===== src/hw/draw_pkg.sv =====
/* shared types for the drawing engine: coordinates, colour, addresses
   framebuffer size, register map and the FSM state enums */
`default_nettype none

package draw_pkg;

    typedef logic signed [15:0] coord_t;    // signed screen coordinate
    typedef logic [7:0]         color_t;    // pixel colour
    typedef logic [14:0]        fb_addr_t;  // linear framebuffer address
    typedef logic [2:0]         reg_addr_t; // host register index

    // visible screen size
    localparam int FB_WIDTH  = 160;  // pixels per row
    localparam int FB_HEIGHT = 120;  // rows

    // host register map
    localparam reg_addr_t REG_X0    = 3'd0;  // corner 0 column
    localparam reg_addr_t REG_Y0    = 3'd1;  // corner 0 row
    localparam reg_addr_t REG_X1    = 3'd2;  // corner 1 column
    localparam reg_addr_t REG_Y1    = 3'd3;  // corner 1 row
    localparam reg_addr_t REG_COLOR = 3'd4;  // outline colour
    localparam reg_addr_t REG_CTRL  = 3'd5;  // any write starts a draw

    typedef enum logic [1:0] {
        LINE_IDLE,  // waiting for start
        LINE_INIT,  // load position and error term
        LINE_DRAW   // one pixel per enabled cycle
    } line_state_t;

    typedef enum logic [1:0] {
        RECT_IDLE,  // waiting for start
        RECT_INIT,  // load endpoints of next edge
        RECT_DRAW   // edge line running
    } rect_state_t;

endpackage

`default_nettype wire


===== src/hw/draw_ifs.sv =====
/* shape_cmd_if: corners, colour and start from the register block
   pixel_if: pixel stream from the rectangle sequencer */
`timescale 1ns/1ps
`default_nettype none

interface shape_cmd_if import draw_pkg::*; ();
    logic   start;  // one-cycle pulse
    coord_t x0;     // corner 0
    coord_t y0;
    coord_t x1;     // opposite corner
    coord_t y1;
    color_t color;  // stable while busy

    modport host   (output start, x0, y0, x1, y1, color);
    modport engine (input  start, x0, y0, x1, y1, color);
endinterface

interface pixel_if import draw_pkg::*; ();
    coord_t x;        // pixel column
    coord_t y;        // pixel row
    logic   drawing;  // x and y valid this cycle
    logic   done;     // pulse after the last pixel of the shape

    modport source (output x, y, drawing, done);
    modport sink   (input  x, y, drawing, done);
endinterface

`default_nettype wire


===== src/hw/draw_line.sv =====
/* Bresenham line stepper, all octants, both endpoints drawn
   one pixel per cycle with oe high */
`timescale 1ns/1ps
`default_nettype none

module draw_line import draw_pkg::*; (
    input  wire logic   clk,
    input  wire logic   rst,
    input  wire logic   start,    // begin a new line
    input  wire logic   oe,       // low freezes the stepper
    input  wire coord_t x0,       // start point
    input  wire coord_t y0,
    input  wire coord_t x1,       // end point
    input  wire coord_t y1,
    output coord_t      x,        // current position
    output coord_t      y,
    output logic        drawing,  // x and y hold a pixel
    output logic        done      // cycle after the last pixel
);

    // error term needs headroom beyond a coordinate for the doubled value
    typedef logic signed [$bits(coord_t)+1:0] err_t;

    line_state_t state;
    coord_t      xa, ya;       // latched start point
    coord_t      xb, yb;       // latched end point
    logic        right;        // step x upwards
    logic        down;         // step y upwards
    err_t        err;          // Bresenham error
    err_t        dx;           // |x1 - x0|
    err_t        dy;           // -|y1 - y0|
    err_t        e2;           // doubled error
    logic        movx, movy;   // step decisions
    logic        last;         // at end point

    always_comb begin
        dx   = right ? err_t'(xb) - err_t'(xa) : err_t'(xa) - err_t'(xb);
        dy   = down  ? err_t'(ya) - err_t'(yb) : err_t'(yb) - err_t'(ya);
        e2   = err <<< 1;
        movx = (e2 >= dy);
        movy = (e2 <= dx);
    end

    assign last    = (x == xb) && (y == yb);
    assign drawing = (state == LINE_DRAW) && oe;  // stalled cycles show no pixel

    // control
    always_ff @(posedge clk) begin
        if (rst) begin
            state <= LINE_IDLE;
            done  <= 1'b0;
        end else begin
            done <= 1'b0;
            case (state)
                LINE_IDLE: if (start) state <= LINE_INIT;
                LINE_INIT: state <= LINE_DRAW;  // setup cycle
                LINE_DRAW: begin
                    if (oe && last) begin  // end point drawn this cycle
                        state <= LINE_IDLE;
                        done  <= 1'b1;
                    end
                end
                default: state <= LINE_IDLE;
            endcase
        end
    end

    // datapath
    always_ff @(posedge clk) begin
        case (state)
            LINE_IDLE: begin
                if (start) begin
                    xa    <= x0;
                    ya    <= y0;
                    xb    <= x1;
                    yb    <= y1;
                    right <= (x0 < x1);
                    down  <= (y0 < y1);
                end
            end
            LINE_INIT: begin
                x   <= xa;
                y   <= ya;
                err <= dx + dy;
            end
            LINE_DRAW: begin
                if (oe && !last) begin  // hold position when stalled
                    if (movx) x <= right ? x + coord_t'(1) : x - coord_t'(1);
                    if (movy) y <= down  ? y + coord_t'(1) : y - coord_t'(1);
                    err <= err + (movx ? dy : err_t'(0)) + (movy ? dx : err_t'(0));
                end
            end
            default: ;
        endcase
    end

endmodule

`default_nettype wire


===== src/hw/draw_rectangle.sv =====
/* rectangle sequencer: walks top, right, bottom and left edges
   through one draw_line, corners drawn twice */
`timescale 1ns/1ps
`default_nettype none

module draw_rectangle import draw_pkg::*; (
    input  wire logic clk,
    input  wire logic rst,
    input  wire logic oe,   // stall from memory side
    shape_cmd_if.engine cmd,  // corners and start
    pixel_if.source     pix   // pixel stream out
);

    rect_state_t state;
    logic [1:0]  edge_id;     // 0 top, 1 right, 2 bottom, 3 left
    logic        line_start;  // pulse into line stepper
    logic        line_done;   // edge finished
    coord_t      lx0, ly0;    // edge start point
    coord_t      lx1, ly1;    // edge end point

    // control
    always_ff @(posedge clk) begin
        if (rst) begin
            state      <= RECT_IDLE;
            edge_id    <= 2'd0;
            line_start <= 1'b0;
            pix.done   <= 1'b0;
        end else begin
            line_start <= 1'b0;
            pix.done   <= 1'b0;
            case (state)
                RECT_IDLE: begin
                    if (cmd.start) begin  // start elsewhere is dropped
                        edge_id <= 2'd0;
                        state   <= RECT_INIT;
                    end
                end
                RECT_INIT: begin
                    line_start <= 1'b1;
                    state      <= RECT_DRAW;
                end
                RECT_DRAW: begin
                    if (line_done) begin
                        if (edge_id == 2'd3) begin  // fourth edge complete
                            pix.done <= 1'b1;
                            state    <= RECT_IDLE;
                        end else begin
                            edge_id <= edge_id + 2'd1;
                            state   <= RECT_INIT;
                        end
                    end
                end
                default: state <= RECT_IDLE;
            endcase
        end
    end

    // edge endpoints, clockwise from corner 0
    always_ff @(posedge clk) begin
        if (state == RECT_INIT) begin
            case (edge_id)
                2'd0: begin lx0 <= cmd.x0; ly0 <= cmd.y0; lx1 <= cmd.x1; ly1 <= cmd.y0; end
                2'd1: begin lx0 <= cmd.x1; ly0 <= cmd.y0; lx1 <= cmd.x1; ly1 <= cmd.y1; end
                2'd2: begin lx0 <= cmd.x1; ly0 <= cmd.y1; lx1 <= cmd.x0; ly1 <= cmd.y1; end
                default: begin
                    lx0 <= cmd.x0;  // left edge back up
                    ly0 <= cmd.y1;
                    lx1 <= cmd.x0;
                    ly1 <= cmd.y0;
                end
            endcase
        end
    end

    draw_line i_draw_line (
        .clk     (clk),
        .rst     (rst),
        .start   (line_start),
        .oe      (oe),
        .x0      (lx0),
        .y0      (ly0),
        .x1      (lx1),
        .y1      (ly1),
        .x       (pix.x),
        .y       (pix.y),
        .drawing (pix.drawing),
        .done    (line_done)
    );

endmodule

`default_nettype wire


===== src/hw/draw_regs.sv =====
/* host register block: corners, colour, start pulse and busy flag */
`timescale 1ns/1ps
`default_nettype none

module draw_regs import draw_pkg::*; (
    input  wire logic        clk,
    input  wire logic        rst,
    input  wire logic        reg_we,     // host write strobe
    input  wire reg_addr_t   reg_addr,   // register index
    input  wire logic [15:0] reg_wdata,  // write data
    shape_cmd_if.host        cmd,        // to sequencer and writer
    pixel_if.sink            pix,        // done ends the draw
    output logic             busy        // draw in progress
);

    logic ctrl_wr;  // write to control register

    assign ctrl_wr = reg_we && (reg_addr == REG_CTRL);

    // start pulse and busy tracking
    always_ff @(posedge clk) begin
        if (rst) begin
            cmd.start <= 1'b0;
            busy      <= 1'b0;
        end else begin
            cmd.start <= ctrl_wr;  // one cycle, sequencer filters repeats
            if (ctrl_wr) begin
                busy <= 1'b1;
            end else if (pix.done) begin
                busy <= 1'b0;
            end
        end
    end

    // shape parameters, frozen during a draw
    always_ff @(posedge clk) begin
        if (reg_we && !busy) begin
            case (reg_addr)
                REG_X0:    cmd.x0    <= coord_t'(reg_wdata);
                REG_Y0:    cmd.y0    <= coord_t'(reg_wdata);
                REG_X1:    cmd.x1    <= coord_t'(reg_wdata);
                REG_Y1:    cmd.y1    <= coord_t'(reg_wdata);
                REG_COLOR: cmd.color <= reg_wdata[$bits(color_t)-1:0];  // low byte
                default: ;  // control handled above
            endcase
        end
    end

endmodule

`default_nettype wire


===== src/hw/fb_writer.sv =====
/* framebuffer writer: clip to screen, linear address, registered write
   also delays done behind the last write */
`timescale 1ns/1ps
`default_nettype none

module fb_writer import draw_pkg::*; (
    input  wire logic   clk,
    input  wire logic   rst,
    shape_cmd_if.engine cmd,      // colour only
    pixel_if.sink       pix,      // pixel stream in
    output logic        fb_we,    // write strobe
    output fb_addr_t    fb_addr,  // row * width + column
    output color_t      fb_data,  // pixel colour
    output logic        done      // follows final write
);

    logic     visible;   // pixel lands on screen
    fb_addr_t pix_addr;  // linear address of current pixel

    always_comb begin
        visible = pix.drawing
            && (pix.x >= 0) && (pix.x < FB_WIDTH)
            && (pix.y >= 0) && (pix.y < FB_HEIGHT);
    end

    // only meaningful when visible, so truncation is safe
    assign pix_addr = fb_addr_t'(pix.y) * fb_addr_t'(FB_WIDTH) + fb_addr_t'(pix.x);

    // strobes
    always_ff @(posedge clk) begin
        if (rst) begin
            fb_we <= 1'b0;
            done  <= 1'b0;
        end else begin
            fb_we <= visible;   // off-screen pixels dropped
            done  <= pix.done;  // one cycle behind, like the writes
        end
    end

    // write payload
    always_ff @(posedge clk) begin
        if (visible) begin
            fb_addr <= pix_addr;
            fb_data <= cmd.color;
        end
    end

endmodule

`default_nettype wire


===== src/hw/draw_top.sv =====
/* top level: register block, rectangle sequencer and framebuffer writer
   host and memory sides as plain ports */
`timescale 1ns/1ps
`default_nettype none

module draw_top import draw_pkg::*; (
    input  wire logic        clk,
    input  wire logic        rst,
    input  wire logic        reg_we,     // host register write
    input  wire reg_addr_t   reg_addr,
    input  wire logic [15:0] reg_wdata,
    input  wire logic        oe,         // memory side ready
    output logic             busy,       // drawing in progress
    output logic             done,       // shape finished, one cycle
    output logic             fb_we,      // framebuffer write
    output fb_addr_t         fb_addr,
    output color_t           fb_data
);

    shape_cmd_if cmd ();  // regs to engine
    pixel_if     pix ();  // sequencer to writer

    draw_regs i_draw_regs (
        .clk       (clk),
        .rst       (rst),
        .reg_we    (reg_we),
        .reg_addr  (reg_addr),
        .reg_wdata (reg_wdata),
        .cmd       (cmd.host),
        .pix       (pix.sink),
        .busy      (busy)
    );

    draw_rectangle i_draw_rectangle (
        .clk (clk),
        .rst (rst),
        .oe  (oe),
        .cmd (cmd.engine),
        .pix (pix.source)
    );

    fb_writer i_fb_writer (
        .clk     (clk),
        .rst     (rst),
        .cmd     (cmd.engine),
        .pix     (pix.sink),
        .fb_we   (fb_we),
        .fb_addr (fb_addr),
        .fb_data (fb_data),
        .done    (done)
    );

endmodule

`default_nettype wire


===== config.mk =====
export PLATFORM = sky130hd
export DESIGN_NAME = draw_top
export DESIGN_NICKNAME = d
export VERILOG_FILES = /design/src/hw/draw_pkg.sv /design/src/hw/draw_ifs.sv /design/src/hw/draw_line.sv /design/src/hw/draw_rectangle.sv /design/src/hw/draw_regs.sv /design/src/hw/fb_writer.sv /design/src/hw/draw_top.sv
export SDC_FILE = /design/constraint.sdc
export NUM_CORES = 1
export LEC_CHECK = 0
export ABC_AREA = 1
export BUFFER_PORTS_ARGS = -buffer_cell sky130_fd_sc_hd__buf_2
export CORE_ASPECT_RATIO = 1.2
export CORE_MARGIN = 2
export CORE_UTILIZATION = 30
export CTS_BUF_LIST = sky130_fd_sc_hd__clkbuf_4 sky130_fd_sc_hd__clkbuf_8
export DETAILED_ROUTE_END_ITERATION = 6
export GPL_TIMING_DRIVEN = 0
export HOLD_SLACK_MARGIN = 0.08
export PLACE_DENSITY = 0.46
export SETUP_SLACK_MARGIN = 0.5
export SYNTH_ARGS = -nofsm -noshare
export SYNTH_HDL_FRONTEND = slang
export SYNTH_SLANG_ARGS = --single-unit

===== constraint.sdc =====
create_clock -name clk -period 8.7 [get_ports clk]
set_clock_uncertainty 0.1 [all_clocks]
set_input_delay 1.74 -clock clk [delete_from_list [all_inputs] [get_ports clk]]
set_output_delay 1.74 -clock clk [all_outputs]
set_load 0.05 [all_outputs]

* After elaboration in Yosys (flattened, before gate mapping)
Index checks and enable logic that the tools add are counted.
Storage, ports and cells: register bits 288, input port bits 23, output and inout port bits 26, logic and storage cells 146
Operators by class: $lt $le $gt $ge 8, mux-type cells 34, add/subtract/negate cells 13, bitwise logic cells 3, reductions and logical operators 35, equal/unequal tests 22, $mul 1
Operators with widths (count):
- $mux 16 | 10
- $mux 18 | 5
- $sub 16x16->17 | 4
- $pmux 16 s2 | 2
- $add 18x18->18 | 3
- $pmux 18 s2 | 1
- $add 16x2->16 const B | 2
- $eq 16x16->1 | 2
- $ge 16x1->1 const B | 2
- $lt 16x16->1 | 2
- $sub 16x2->16 const B | 2
- $ge 18x18->1 | 1
- $le 18x18->1 | 1
- $reduce_and 2->1 | 9
- $lt 16x8->1 const B | 1
- $lt 16x9->1 const B | 1
- $add 15x15->15 | 1
- $mul 15x3->10 const B | 1
- $mux 2 | 7
- $pmux 2 s3 | 2
- $logic_and 1x1->1 | 10
- $ne 2x2->1 const B | 5
- $eq 2x2->1 const B | 4
- $eq 2x1->1 const B | 3
- 16 further kinds | 35

* Longest topological paths before layout
Gate-level depths: netlist of the first run.
depth after elaboration 8, gate-level depth with buffers 40, mapped depth without buffers 40

* By module
Synthesis of the first run repeated with hierarchy kept, for this count alone.
Unflattened totals: cells, all modules 2241, area total of the unflattened synthesis 19630.1 um^2
By module, submodules not included:
- draw_line | instances 1, area each 12618.4 um^2, cells an instance 1670
- draw_rectangle | instances 1, area each 2981.6 um^2, cells an instance 279
- draw_regs | instances 1, area each 2311.0 um^2, cells an instance 98
- fb_writer | instances 1, area each 1719.1 um^2, cells an instance 194

* Worst setup path after synthesis of the first run
Ideal clock, no wire load.
path type register to register, from register i_draw_rectangle.i_draw_line.yb[2], to register i_draw_rectangle.i_draw_line.err[11], data pin, period minus slack after synthesis 5.547 ns, arrival 5.189 ns, stages on the path, launching flop included 36, slack 3.153 ns, path through edfxtp_1 > ha_1 > buf_4 > a21o_1 > a31oi_2 > o21bai_1 > mux2i_1 > o21ai_1 > nand2_1 > nand2_2 > xnor2_2 > ha_1 > a21oi_1 > o21ai_0 > a21oi_1 > nand2_1 > nand2_1 > nand2_1 > inv_1 > clkbuf_1 > nor2_1 > fa_1 > ha_1 > inv_1 > fa_1 > inv_1 > nand3_1 > nand2_1 > nand2_1 > nand2_1 > a21oi_1 > o21ai_0 > a21boi_0 > xnor2_1 > nand2_1 > nand2_1
On the way: longest elaborated chain between the ends 8, elaborated cells on any way between the ends 10, those cells by class add/sub (5); order compare (1); mux (4)
Ends and longest elaborated chain:
- start: declaration | line draw_line.sv:26 | coord_t xb, yb;
- start signal: assignment | line draw_line.sv:76 | yb <= y1;
- $sub 16x16->17 | line draw_line.sv:38 | dy = down ? err_t'(ya) - err_t'(yb) : err_t'(yb) - err_t'(ya);
- $mux 18 (*) | line draw_line.sv:38
- $ge 18x18->1 | line draw_line.sv:40 | movx = (e2 >= dy);
- $mux 18 | line draw_line.sv:90 | err <= err + (movx ? dy : err_t'(0)) + (movy ? dx : err_t'(0));
- $add 18x18->18 (2 in series) | line draw_line.sv:90
- $mux 18 | line draw_line.sv:87 | if (oe && !last) begin
- $pmux 18 s2 (*) | line draw_line.sv:70 | case (state)
- end signal: assignment | line draw_line.sv:84 | err <= dx + dy;
- end signal: assignment | line draw_line.sv:90
- end: declaration | line draw_line.sv:29 | err_t err;
Mark *: on every way between the ends. The rest lies on a longest branch, timed or not. The select of a mux whose other input is x is not followed. A chain may end at the register's enable or synchronous reset.

* Worst setup path after layout of the first run
from register i_draw_rectangle.i_draw_line.ya[2], to register i_draw_rectangle.i_draw_line.err[11], data pin
On the way: longest elaborated chain between the ends 8, elaborated cells on any way between the ends 10, those cells by class add/sub (5); order compare (1); mux (4)
Ends and longest elaborated chain:
- start: declaration | line draw_line.sv:25 | coord_t xa, ya;
- start signal: assignment | line draw_line.sv:74 | ya <= y0;
- $sub 16x16->17 | line draw_line.sv:38
- $mux 18 (*) | line draw_line.sv:38
- $ge 18x18->1 | line draw_line.sv:40
- $mux 18 | line draw_line.sv:90
- $add 18x18->18 (2 in series) | line draw_line.sv:90
- $mux 18 | line draw_line.sv:87
- $pmux 18 s2 (*) | line draw_line.sv:70
Marked as above.

==> results of run 1 <==
[synthesized netlist by cell type, drive strengths merged]
cell type | number | share of area [%]
and3 | 1 | 0.032
o2111ai | 6 | 0.27
o211ai | 7 | 0.30
dfxtp | 13 | 1.3
a211o | 1 | 0.045
or2 | 18 | 0.58
nor3b | 1 | 0.039
o21bai | 4 | 0.15
o311ai | 1 | 0.045
nor2 | 124 | 2.5
a31oi | 6 | 0.23
xnor2 | 36 | 1.7
a21bo | 1 | 0.052
o22ai | 6 | 0.19
a21oi | 196 | 5.1
inv | 321 | 6.2
nor4 | 8 | 0.26
a221o | 1 | 0.052
a221oi | 1 | 0.045
nor3 | 18 | 0.55
o31ai | 9 | 0.35
ha | 216 | 14
clkbuf | 25 | 0.48
fa | 26 | 2.7
a21o | 11 | 0.43
a211oi | 6 | 0.26
buf | 12 | 0.33
edfxtp | 274 | 42
nand3b | 2 | 0.077
nand3 | 69 | 1.8
a21boi | 6 | 0.23
o21a | 3 | 0.12
o221ai | 3 | 0.14
nor4b | 2 | 0.090
o21ai | 167 | 4.4
nand2 | 461 | 9.2
xor2 | 57 | 2.6
o311a | 1 | 0.052
mux2i | 4 | 0.21
nand4 | 16 | 0.52
[through the flow]
| step | cells | hold slack [ns] | total power, mW | utilization [%] | area (sq um) |
|---|---|---|---|---|---|
| global route | 3119 | 0.332 | 5.72 | 34.0 | 21900 |
| floorplan | 2140 | 0.300 | 3.39 | - | 19400 |
| CTS | 3118 | 0.326 | 5.36 | 34.0 | 21900 |
| finish | 3119 | 0.323 | 5.30 | 34.0 | 21900 |
| detailed placement | 3029 | 0.308 | 4.02 | 32.4 | 20900 |
| global placement | 3020 | 0.304 | 3.99 | 32.2 | 20700 |
[logic make-up (layout without fill, tap and decap cells)]
group / Yosys count / count (layout) / synth area share (%)
buf+inv: 358 / 504 / 7.02
compound gates: 436 / 436 / 12.5
other cells: 0 / 1 / 0
fa+ha+maj: 242 / 242 / 16.6
flops: 287 / 287 / 43.7
simple gates: 720 / 720 / 15.7
mux: 4 / 4 / 0.206
xor+xnor: 93 / 93 / 4.31
[routing by layer]
layer | routed length [um] | vias up | part of all wire, %
li1 | - | 7474 | -
met1 | 23100 | 6724 | 43
met2 | 27000 | 278 | 50
met3 | 1660 | 96 | 3.1
met4 | 2120 | 0 | 3.9
met5 | 0 | - | 0
[flip-flops by register name, indices dropped and copies added (netlist names), 15 cells and up]
signal / cells
i_fb_writer.fb_addr: 15
i_draw_rectangle.i_draw_line.yb: 16
i_draw_regs.cmd.x1: 16
i_draw_rectangle.i_draw_line.err: 17
i_draw_regs.cmd.x0: 16
i_draw_rectangle.i_draw_line.ya: 16
i_draw_regs.cmd.y0: 16
i_draw_rectangle.i_draw_line.x: 16
i_draw_rectangle.ly1: 16
i_draw_rectangle.i_draw_line.y: 16
i_draw_rectangle.lx0: 16
i_draw_rectangle.i_draw_line.xb: 16
i_draw_regs.cmd.y1: 16
i_draw_rectangle.i_draw_line.xa: 16
i_draw_rectangle.ly0: 16
i_draw_rectangle.lx1: 16
[critical path: cells and delay by family, from the launching register on]
kind / cells / cell delay [ns]
flops: 1 / 0.45
buf+inv: 7 / 1.27
compound gates: 5 / 0.97
xor+xnor: 2 / 0.68
fa+ha+maj: 5 / 1.68
simple gates: 18 / 1.64
mux: 1 / 0.25
[area by class of cell]
type                            instances  area (sq um)
Inverter                              321          1200
Antenna cell                            1          2.50
Clock buffer                           56           721
Tap cell                              832          1040
Timing Repair Buffer                   57           355
Buffer                                 37           158
Multi-Input combinational cell       1495          9610
Fill cell                            6678         42400
Sequential cell                       287          8490
Clock inverter                         33           305
[worst paths after layout]
kind	start	slack (ns)	depth (start not counted)	endpoint
hold / removal	i_draw_regs.cmd.color[5]	0.32	0	i_fb_writer.fb_data[5]
hold reg to reg	i_draw_regs.cmd.color[5]	0.32	0	i_fb_writer.fb_data[5]
setup / recovery	i_draw_rectangle.i_draw_line.ya[2]	1.32	38	i_draw_rectangle.i_draw_line.err[11]
setup reg to reg	i_draw_rectangle.i_draw_line.ya[2]	1.32	38	i_draw_rectangle.i_draw_line.err[11]
[power breakdown]
group          internal, mW  switching, mW
logic                 0.788           1.41
clock network         0.709          0.582
registers              1.69          0.114
==> qor.yml, run 1 <==
status:
  status: "completed"
timing:
  setup_viol: 0
  setup_tns_ns: 0
  final_hold_viol_count: 0
  min_period_ns: 7.38
  fin_crit_sh_pct: 84.8
  tightest_slew_ns: 1.03
  fin_ws_ns: 1.32
  relSlewSlack_pct: 31.5
  fmax_mhz: 136
  slew_violations: 0
  rsz0062_at_grt: "false"
worst_setup_path:
  critPathMaxStageDelay_ns: 0.54
  crit_top_cell: "nand2_1"
  crit_type: "flop to flop"
  start_kind: "flop"
  slowest_stage: "fa_1"
  crit_arrival_ns: 7.63
  crit_required_ns: 8.95
  end_kind: "flop"
  critPathMaxFanout: 10
layout:
  nets: 2512
  most-common-layout-cells: "nand2_1 (444), inv_1 (312), edfxtp_1 (274)"
  area_growth_pct: 12.7
  mostFrequentLayoutCell: "nand2_1"
  drive_gt1_share_pct: 9.67
synth:
  ys_warn_count: 0
  ys_ff_latch: 287
  syn_inst: 2140
  ys_seq_area_share_pct: 43.7
  avgSynthCellArea_sq_um: 9.07
  yosysUniqueCellTypes: 58
  syn-num-nets: 2405
  netlist_area_sq_um: 19400
placed_design:
  dp_slack_ns: 1.29
  dp_hpwl_mm: 43.5
  port_buffers: 48
  place.gp.congestion: 0.868
global_routing:
  grt_use_met1_pct: 19.1
  grt-ovfl-total: 0
  top_usage_layer: "met2"
  met3_usage_pct: 2.08
  first_global_vias: 14700
  met2_usage_pct: 29.9
  grt_pass1_wl_mm: 83.3
  track_usage_pct: 16.2
  antenna_found_initial: 2
  grt_max_degree: 48
floorplanning:
  die_x_um: 236
  die_h_um: 283
  start_util_pct: 30.2
  die_area_sq_um: 66800
  num_rows: 102
  io_pins: 49
  core_sq_um: 64300
detailed_routing:
  ant_nets: 0
  drt_pass1_iterations: 5
  drc: 0
  wl_per_cell_um: 17.3
  vias: 14600
  drtIter0Drc: 750
  viasPerCell: 4.67
  totalWireLength_mm: 53.9
clocking:
  insertion_delay_ns: 0.62
  cts_buffers: 48
  cts.clk_slew.worst_paths_ns: 0.06
  ctsHtreeMaxLevel: 2
  cts_hold_buffers: 0
  clock-sinks: 287
  cts_tree: "yes"
  post_cts_resized: 0
  ctsRootBufferMaster: "clkbuf_8"
  cts_setup_buffers: 0
  clk_path_buf_depth: 3
power:
  ir_worst_vdd_v: 0.000105
  powerDensity_nw_per_um2: 242
  p_leak_nw: 9.54
worst_hold_path:
  hold_class: "flop to flop"
run:
  cap_violations: 0
No activity file was read; power rests on OpenSTA's default activity.
==> run 2: changes to the inputs <==
--- a/config.mk
+++ b/config.mk
@@ -14,7 +14,7 @@
 export DETAILED_ROUTE_END_ITERATION = 6
 export GPL_TIMING_DRIVEN = 0
 export HOLD_SLACK_MARGIN = 0.08
-export PLACE_DENSITY = 0.46
+export PLACE_DENSITY = 0.48
 export SETUP_SLACK_MARGIN = 0.5
 export SYNTH_ARGS = -nofsm -noshare
 export SYNTH_HDL_FRONTEND = slang
==> constraint.sdc (replaced) <==
create_clock -name clk -period 6.4 [get_ports clk]
set_clock_uncertainty 0.1 [all_clocks]
set_input_delay 1.28 -clock clk [delete_from_list [all_inputs] [get_ports clk]]
set_output_delay 1.28 -clock clk [all_outputs]
set_load 0.05 [all_outputs]
==> run 2 against run 1 <==
Compared with the run above: clock-buffer cell count is 6 higher; via count is 3.6% higher; core utilization is 3.0 points higher; flip-flop and latch count stayed put; wire length is 2.7% higher; final area is 8.8% higher; critical path depth is 1 lower; cell count is 2.2% higher; non-clock buffer count is 68 higher.
==> qor.yml, run 2 (synthesized netlist as in run 1, its figures left out) <==
worst_setup_path:
  path_delay_family: "simple AND/OR/NAND/NOR gates"
  reg2reg_slack_ns: 0.64
  crit_arrival_ns: 6.02
  rr_startpoint: "i_draw_rectangle.i_draw_line.yb[2]"
  slowest_stage: "edfxtp_1"
  crit_type: "flop to flop"
  path_buf_inv: 6
  critPathMaxStageDelay_ns: 0.50
  crit_required_ns: 6.66
  rr_worst_depth: 37
  start_kind: "flop"
  end_kind: "flop"
  cp.depth: 37
  critPathMaxFanout: 7
  startpoint: "i_draw_rectangle.i_draw_line.yb[2]"
layout:
  final_core_util_pct: 37.0
  most-common-layout-cells: "nand2_1 (411), inv_1 (299), edfxtp_1 (274)"
  area_growth_pct: 22.6
  regMostFlops: "i_draw_rectangle.i_draw_line.err"
  nets: 2581
  drive_gt1_share_pct: 20.3
  mostFrequentLayoutCell: "nand2_1"
  largest_reg_flops: 17
power:
  ir_worst_vdd_v: 0.000151
  p_leak_nw: 10.1
  powerDensity_nw_per_um2: 356
  p_total_mw: 8.47
floorplanning:
  io_pins: 49
  start_util_pct: 30.2
  die_h_um: 283
  num_rows: 102
  die_x_um: 236
  core_sq_um: 64300
  die_area_sq_um: 66800
detailed_routing:
  ant_nets: 0
  totalWireLength_mm: 55.4
  drt_pass1_iterations: 5
  viasPerCell: 4.74
  vias: 15100
  drtIter0Drc: 821
  drc: 0
  wl_per_cell_um: 17.4
timing:
  final_hold_viol_count: 0
  rsz0062_at_grt: "true"
  fmax_mhz: 174
  fin_crit_sh_pct: 89.9
  slew_violations: 0
  fin_ws_ns: 0.644
  setup_viol: 0
  relSlewSlack_pct: 36.7
  tightest_slew_ns: 0.950
  min_period_ns: 5.76
clocking:
  insertion_delay_ns: 0.65
  ctsRootBufferMaster: "clkbuf_8"
  cts_tree: "yes"
  cts.clk_slew.worst_paths_ns: 0.06
  cts_buffers: 49
  cts_hold_buffers: 0
  clock-sinks: 287
  clk_path_buf_depth: 3
  ctsHtreeMaxLevel: 2
global_routing:
  grt-ovfl-total: 0
  grt_max_degree: 48
  grt_pass1_wl_mm: 84.6
  track_usage_pct: 16.5
  antenna_found_initial: 1
  first_global_vias: 15100
placed_design:
  dp_hpwl_mm: 43.4
  place.gp.congestion: 0.862
  port_buffers: 48
  dp_slack_ns: -0.994
run:
  cap_violations: 0
status:
  status: "completed"
worst_hold_path:
  hold_depth: 0
  hold_class: "flop to flop"
  min_from: "i_draw_regs.cmd.color[0]"
## run 2: stage by stage
step | cell area [sq um] | std cells | TNS (ns) | hold WS (ns)
floorplan | 19400 | 2140 | 0 | 0.300
global placement | 20700 | 3020 | -8.16 | 0.305
detailed placement | 20900 | 3029 | -8.53 | 0.305
CTS | 22700 | 3153 | 0 | 0.317
global route | 23800 | 3188 | 0 | 0.329
finish | 23800 | 3188 | 0 | 0.318
## run 2: worst paths after layout
check,end
setup / recovery,i_draw_rectangle.i_draw_line.err[12]
hold / removal,i_fb_writer.fb_data[0]
setup reg to reg,i_draw_rectangle.i_draw_line.err[12]
hold reg to reg,i_fb_writer.fb_data[0]
## run 2: repair_timing
item	CTS	global route
setup buffers	34	32
setup endpoints to repair	16	11
pin swaps	26	73
cloned	0	2
resized for setup	94	173
## run 2: area by class of cell
class                      count  area, sq um
clock buffer                  62          785
fill                        6546        40500
inverter                     321         1210
multi-input combinational   1495        10700
buffer                        37          205
sequential                   287         8490
antenna                        1         2.50
tap                          832         1040
timing repair buffer         125          926
clock inverter                28          413
## run 2: power by group
part           switching, mW  internal [mW]
Combinational           2.32           1.66
Sequential             0.159           2.30
Clock                  0.806           1.22
## run 2: metal layers
metal / routed length, um / part of all wire, % / GRT usage [%] / vias up
li1: - / - / - / 7597
met1: 22900 / 41 / 18.7 / 7104
met2: 28100 / 51 / 30.4 / 284
met3: 1640 / 3.0 / 2.00 / 113
met4: 2770 / 5.0 / 8.39 / 0
met5: 0 / 0 / 0 / -
==> run 3: changes to the inputs <==
--- a/config.mk
+++ b/config.mk
@@ -5,16 +5,15 @@
 export SDC_FILE = /design/constraint.sdc
 export NUM_CORES = 1
 export LEC_CHECK = 0
-export ABC_AREA = 1
 export BUFFER_PORTS_ARGS = -buffer_cell sky130_fd_sc_hd__buf_2
 export CORE_ASPECT_RATIO = 1.2
 export CORE_MARGIN = 2
-export CORE_UTILIZATION = 30
+export CORE_UTILIZATION = 41
 export CTS_BUF_LIST = sky130_fd_sc_hd__clkbuf_4 sky130_fd_sc_hd__clkbuf_8
 export DETAILED_ROUTE_END_ITERATION = 6
 export GPL_TIMING_DRIVEN = 0
 export HOLD_SLACK_MARGIN = 0.08
-export PLACE_DENSITY = 0.48
+export PLACE_DENSITY = 0.6
 export SETUP_SLACK_MARGIN = 0.5
 export SYNTH_ARGS = -nofsm -noshare
 export SYNTH_HDL_FRONTEND = slang
==> run 3 against run 2 <==
Compared with the run above: the flow now finishes with violations (negative setup slack); wire length shrank 16%; cell count shrank 22%; via count shrank 15%; worst hold slack gained 0.0069 ns; flip-flop and latch count is the same; global-route usage grew 3.5 points.
==> qor.yml, run 3 <==
layout:
  area_growth_pct: 17.2
  mostFrequentLayoutCell: "edfxtp_1"
  regMostFlops: "i_draw_rectangle.i_draw_line.err"
  largest_reg_flops: 17
  most-common-layout-cells: "edfxtp_1 (274), ha_1 (203), inv_1 (175)"
  n_fill_cell: 4143
  nets: 2091
  final_core_util_pct: 48.6
  drive_gt1_share_pct: 20.1
  register_area_sq_um: 8490
  multi_input_area_sq_um: 9910
timing:
  fin_crit_sh_pct: 105
  fmax_mhz: 149
  min_period_ns: 6.69
  tightest_slew_ns: 1.37
  relSlewSlack_pct: 8.34
  fin_ws_ns: -0.294
  setup_tns_ns: -1.23
  slew_violations: 0
  rsz0062_at_grt: "true"
  final_hold_viol_count: 0
  setup_viol: 7
power:
  ir_worst_vdd_v: 0.000180
  p_leak_nw: 8.84
  powerDensity_nw_per_um2: 280
  p_total_mw: 6.10
status:
  status: "finished, violations left"
  violations: "negative setup slack"
worst_setup_path:
  crit_arrival_ns: 7.03
  critPathMaxFanout: 10
  rr_worst_depth: 21
  reg2reg_slack_ns: -0.29
  startpoint: "i_draw_rectangle.i_draw_line.down"
  crit_type: "flop to flop"
  rr_startpoint: "i_draw_rectangle.i_draw_line.down"
  start_kind: "flop"
  r2r_end: "i_draw_rectangle.i_draw_line.err[16]"
  crit_required_ns: 6.74
  end_kind: "flop"
global_routing:
  grt_pass1_wl_mm: 71.8
  antenna_found_initial: 1
  grt-ovfl-total: 0
  first_global_vias: 13100
  grt_max_degree: 38
  track_usage_pct: 19.9
synth:
  syn-num-nets: 1935
  yosysMostFrequentCell: "edfxtp_1"
  yosysTopAreaCell: "edfxtp_1"
  synthTopCellsByCount: "edfxtp_1 (274), ha_1 (216), inv_1 (183)"
  ys_warn_count: 0
  synth_flop_cell: "edfxtp_1"
  synth.area.top_cells: "edfxtp_1 (44%), ha_1 (15%), xnor2_1 (4.4%)"
  ys_ff_latch: 287
  yosysUniqueCellTypes: 66
  avgSynthCellArea_sq_um: 11.1
  syn_inst: 1670
  ys_async_sr_fraction_pct: 0
  netlist_area_sq_um: 18600
  yosysTopAreaCellShare_pct: 44.2
  ys_seq_area_share_pct: 45.6
  synth_edf_count: 274
clocking:
  ctsHtreeMaxLevel: 2
  cts.clk_slew.worst_paths_ns: 0.07
  clk_path_buf_depth: 3
  ctsRootBufferMaster: "clkbuf_8"
  insertion_delay_ns: 0.59
  cts_hold_buffers: 0
  cts_buffers: 48
  cts_tree: "yes"
  clock-sinks: 287
worst_hold_path:
  hold_class: "flop to flop"
  hold_depth: 0
  min_from: "i_draw_regs.cmd.color[1]"
  hold_end: "i_fb_writer.fb_data[1]"
detailed_routing:
  ant_nets: 0
  vias: 12900
  drt_pass1_iterations: 7
  drc: 0
  viasPerCell: 5.21
  drtIter0Drc: 570
  totalWireLength_mm: 46.5
  wl_per_cell_um: 18.8
floorplanning:
  num_rows: 85
  io_pins: 49
  die_x_um: 198
  die_h_um: 237
  core_sq_um: 44900
  die_area_sq_um: 47100
  start_util_pct: 41.4
placed_design:
  port_buffers: 48
  place.gp.congestion: 0.879
  dp_hpwl_mm: 36.1
run:
  cap_violations: 0
## run 3: cell count changes after synthesis, sizes merged, moves of 28 or more
cell,delta
nand2,-375
inv,-137
o21ai,-105
a21oi,-71
mux2,+66
xnor2,+58
a21o,+47
nand3,-43
xor2,-28
## run 3: how the worst max path moves through the flow
stage | slack (ns) | to | cells after the start
finish | -0.29 | i_draw_rectangle.i_draw_line.err[16] | 21
global route | -0.57 | i_draw_rectangle.i_draw_line.err[16] | 30
CTS | -0.25 | i_draw_rectangle.i_draw_line.err[16] | 30
detailed placement | -1.13 | i_draw_rectangle.i_draw_line.err[16] | 25
global placement | -1.05 | i_draw_rectangle.i_draw_line.err[16] | 23
floorplan | 0.35 | i_draw_rectangle.i_draw_line.err[16] | 30
## run 3: area by class of cell
cell class | instances | share of cell area (%)
diodes | 1 | 0.0115
plain buffers | 37 | 0.758
clock buffers | 64 | 3.70
clock inverters | 25 | 0.964
inverters | 185 | 3.19
multi-input cells | 1161 | 45.5
flip-flops and latches | 287 | 38.9
well taps | 609 | 3.50
repair buffers | 106 | 3.46
## run 3: report_power, final
part	switching, mW	leakage [nW]	internal [mW]	total (mW)
logic	1.13	5.72	0.897	2.03
registers	0.135	2.58	2.22	2.35
clock network	0.768	0.540	0.950	1.72
## run 3: what timing repair did
| action | 4_1_cts | 5_1_grt |
|---|---|---|
| buffers inserted | 37 | 11 |
| pin swaps | 26 | 16 |
| gates resized for setup | 56 | 41 |
| endpoints found under the setup margin | 15 | 15 |
## run 3: kinds of logic after synthesis
logic type | synth area share, %
DFF | 45.6
and+or+nand+nor | 8.60
adders and majority gates | 17.3
buffers and inverters | 4.49
xor gates and xnor gates | 5.91
AOI/OAI and AO/OA | 12.7
muxes | 5.34
## run 3: critical path, cell delays in order (launching register included)
cell,delay [ns]
edfxtp_1,0.34
buf_2,0.23
clkbuf_1,0.46
buf_1,0.47
a21oi_1,0.15
xnor2_1,0.59
ha_1,0.37
a2111oi_0,0.57
a21oi_2,0.15
o22ai_4,0.28
buf_6,0.17
nor2_4,0.04
fa_1,0.60
ha_4,0.23
nor2b_2,0.14
a31o_2,0.23
o41a_1,0.45
nand4_1,0.14
nand3_2,0.12
o41ai_2,0.27
xnor3_1,0.27
mux2i_1,0.14
## run 3: layer usage
metal  share of wire [%]  up-vias  GRT usage (%)
met4                 5.8        0           10.8
met1                  41     6122           23.7
met3                 3.2       99           2.33
met5                   0        -              0
met2                  50      306           35.1
li1                    -     6360              -
## run 3: metrics by stage
| step | setup slack (ns) | hold slack (ns) | instance area (sq um) | cells |
|---|---|---|---|---|
| finish | -0.294 | 0.325 | 21800 | 2475 |
| global route | -0.567 | 0.341 | 21800 | 2475 |
| CTS | -0.253 | 0.327 | 21500 | 2463 |
| detailed placement | -1.13 | 0.306 | 20000 | 2337 |
| global placement | -1.05 | 0.315 | 19800 | 2327 |
| floorplan | 0.355 | 0.300 | 18800 | 1670 |
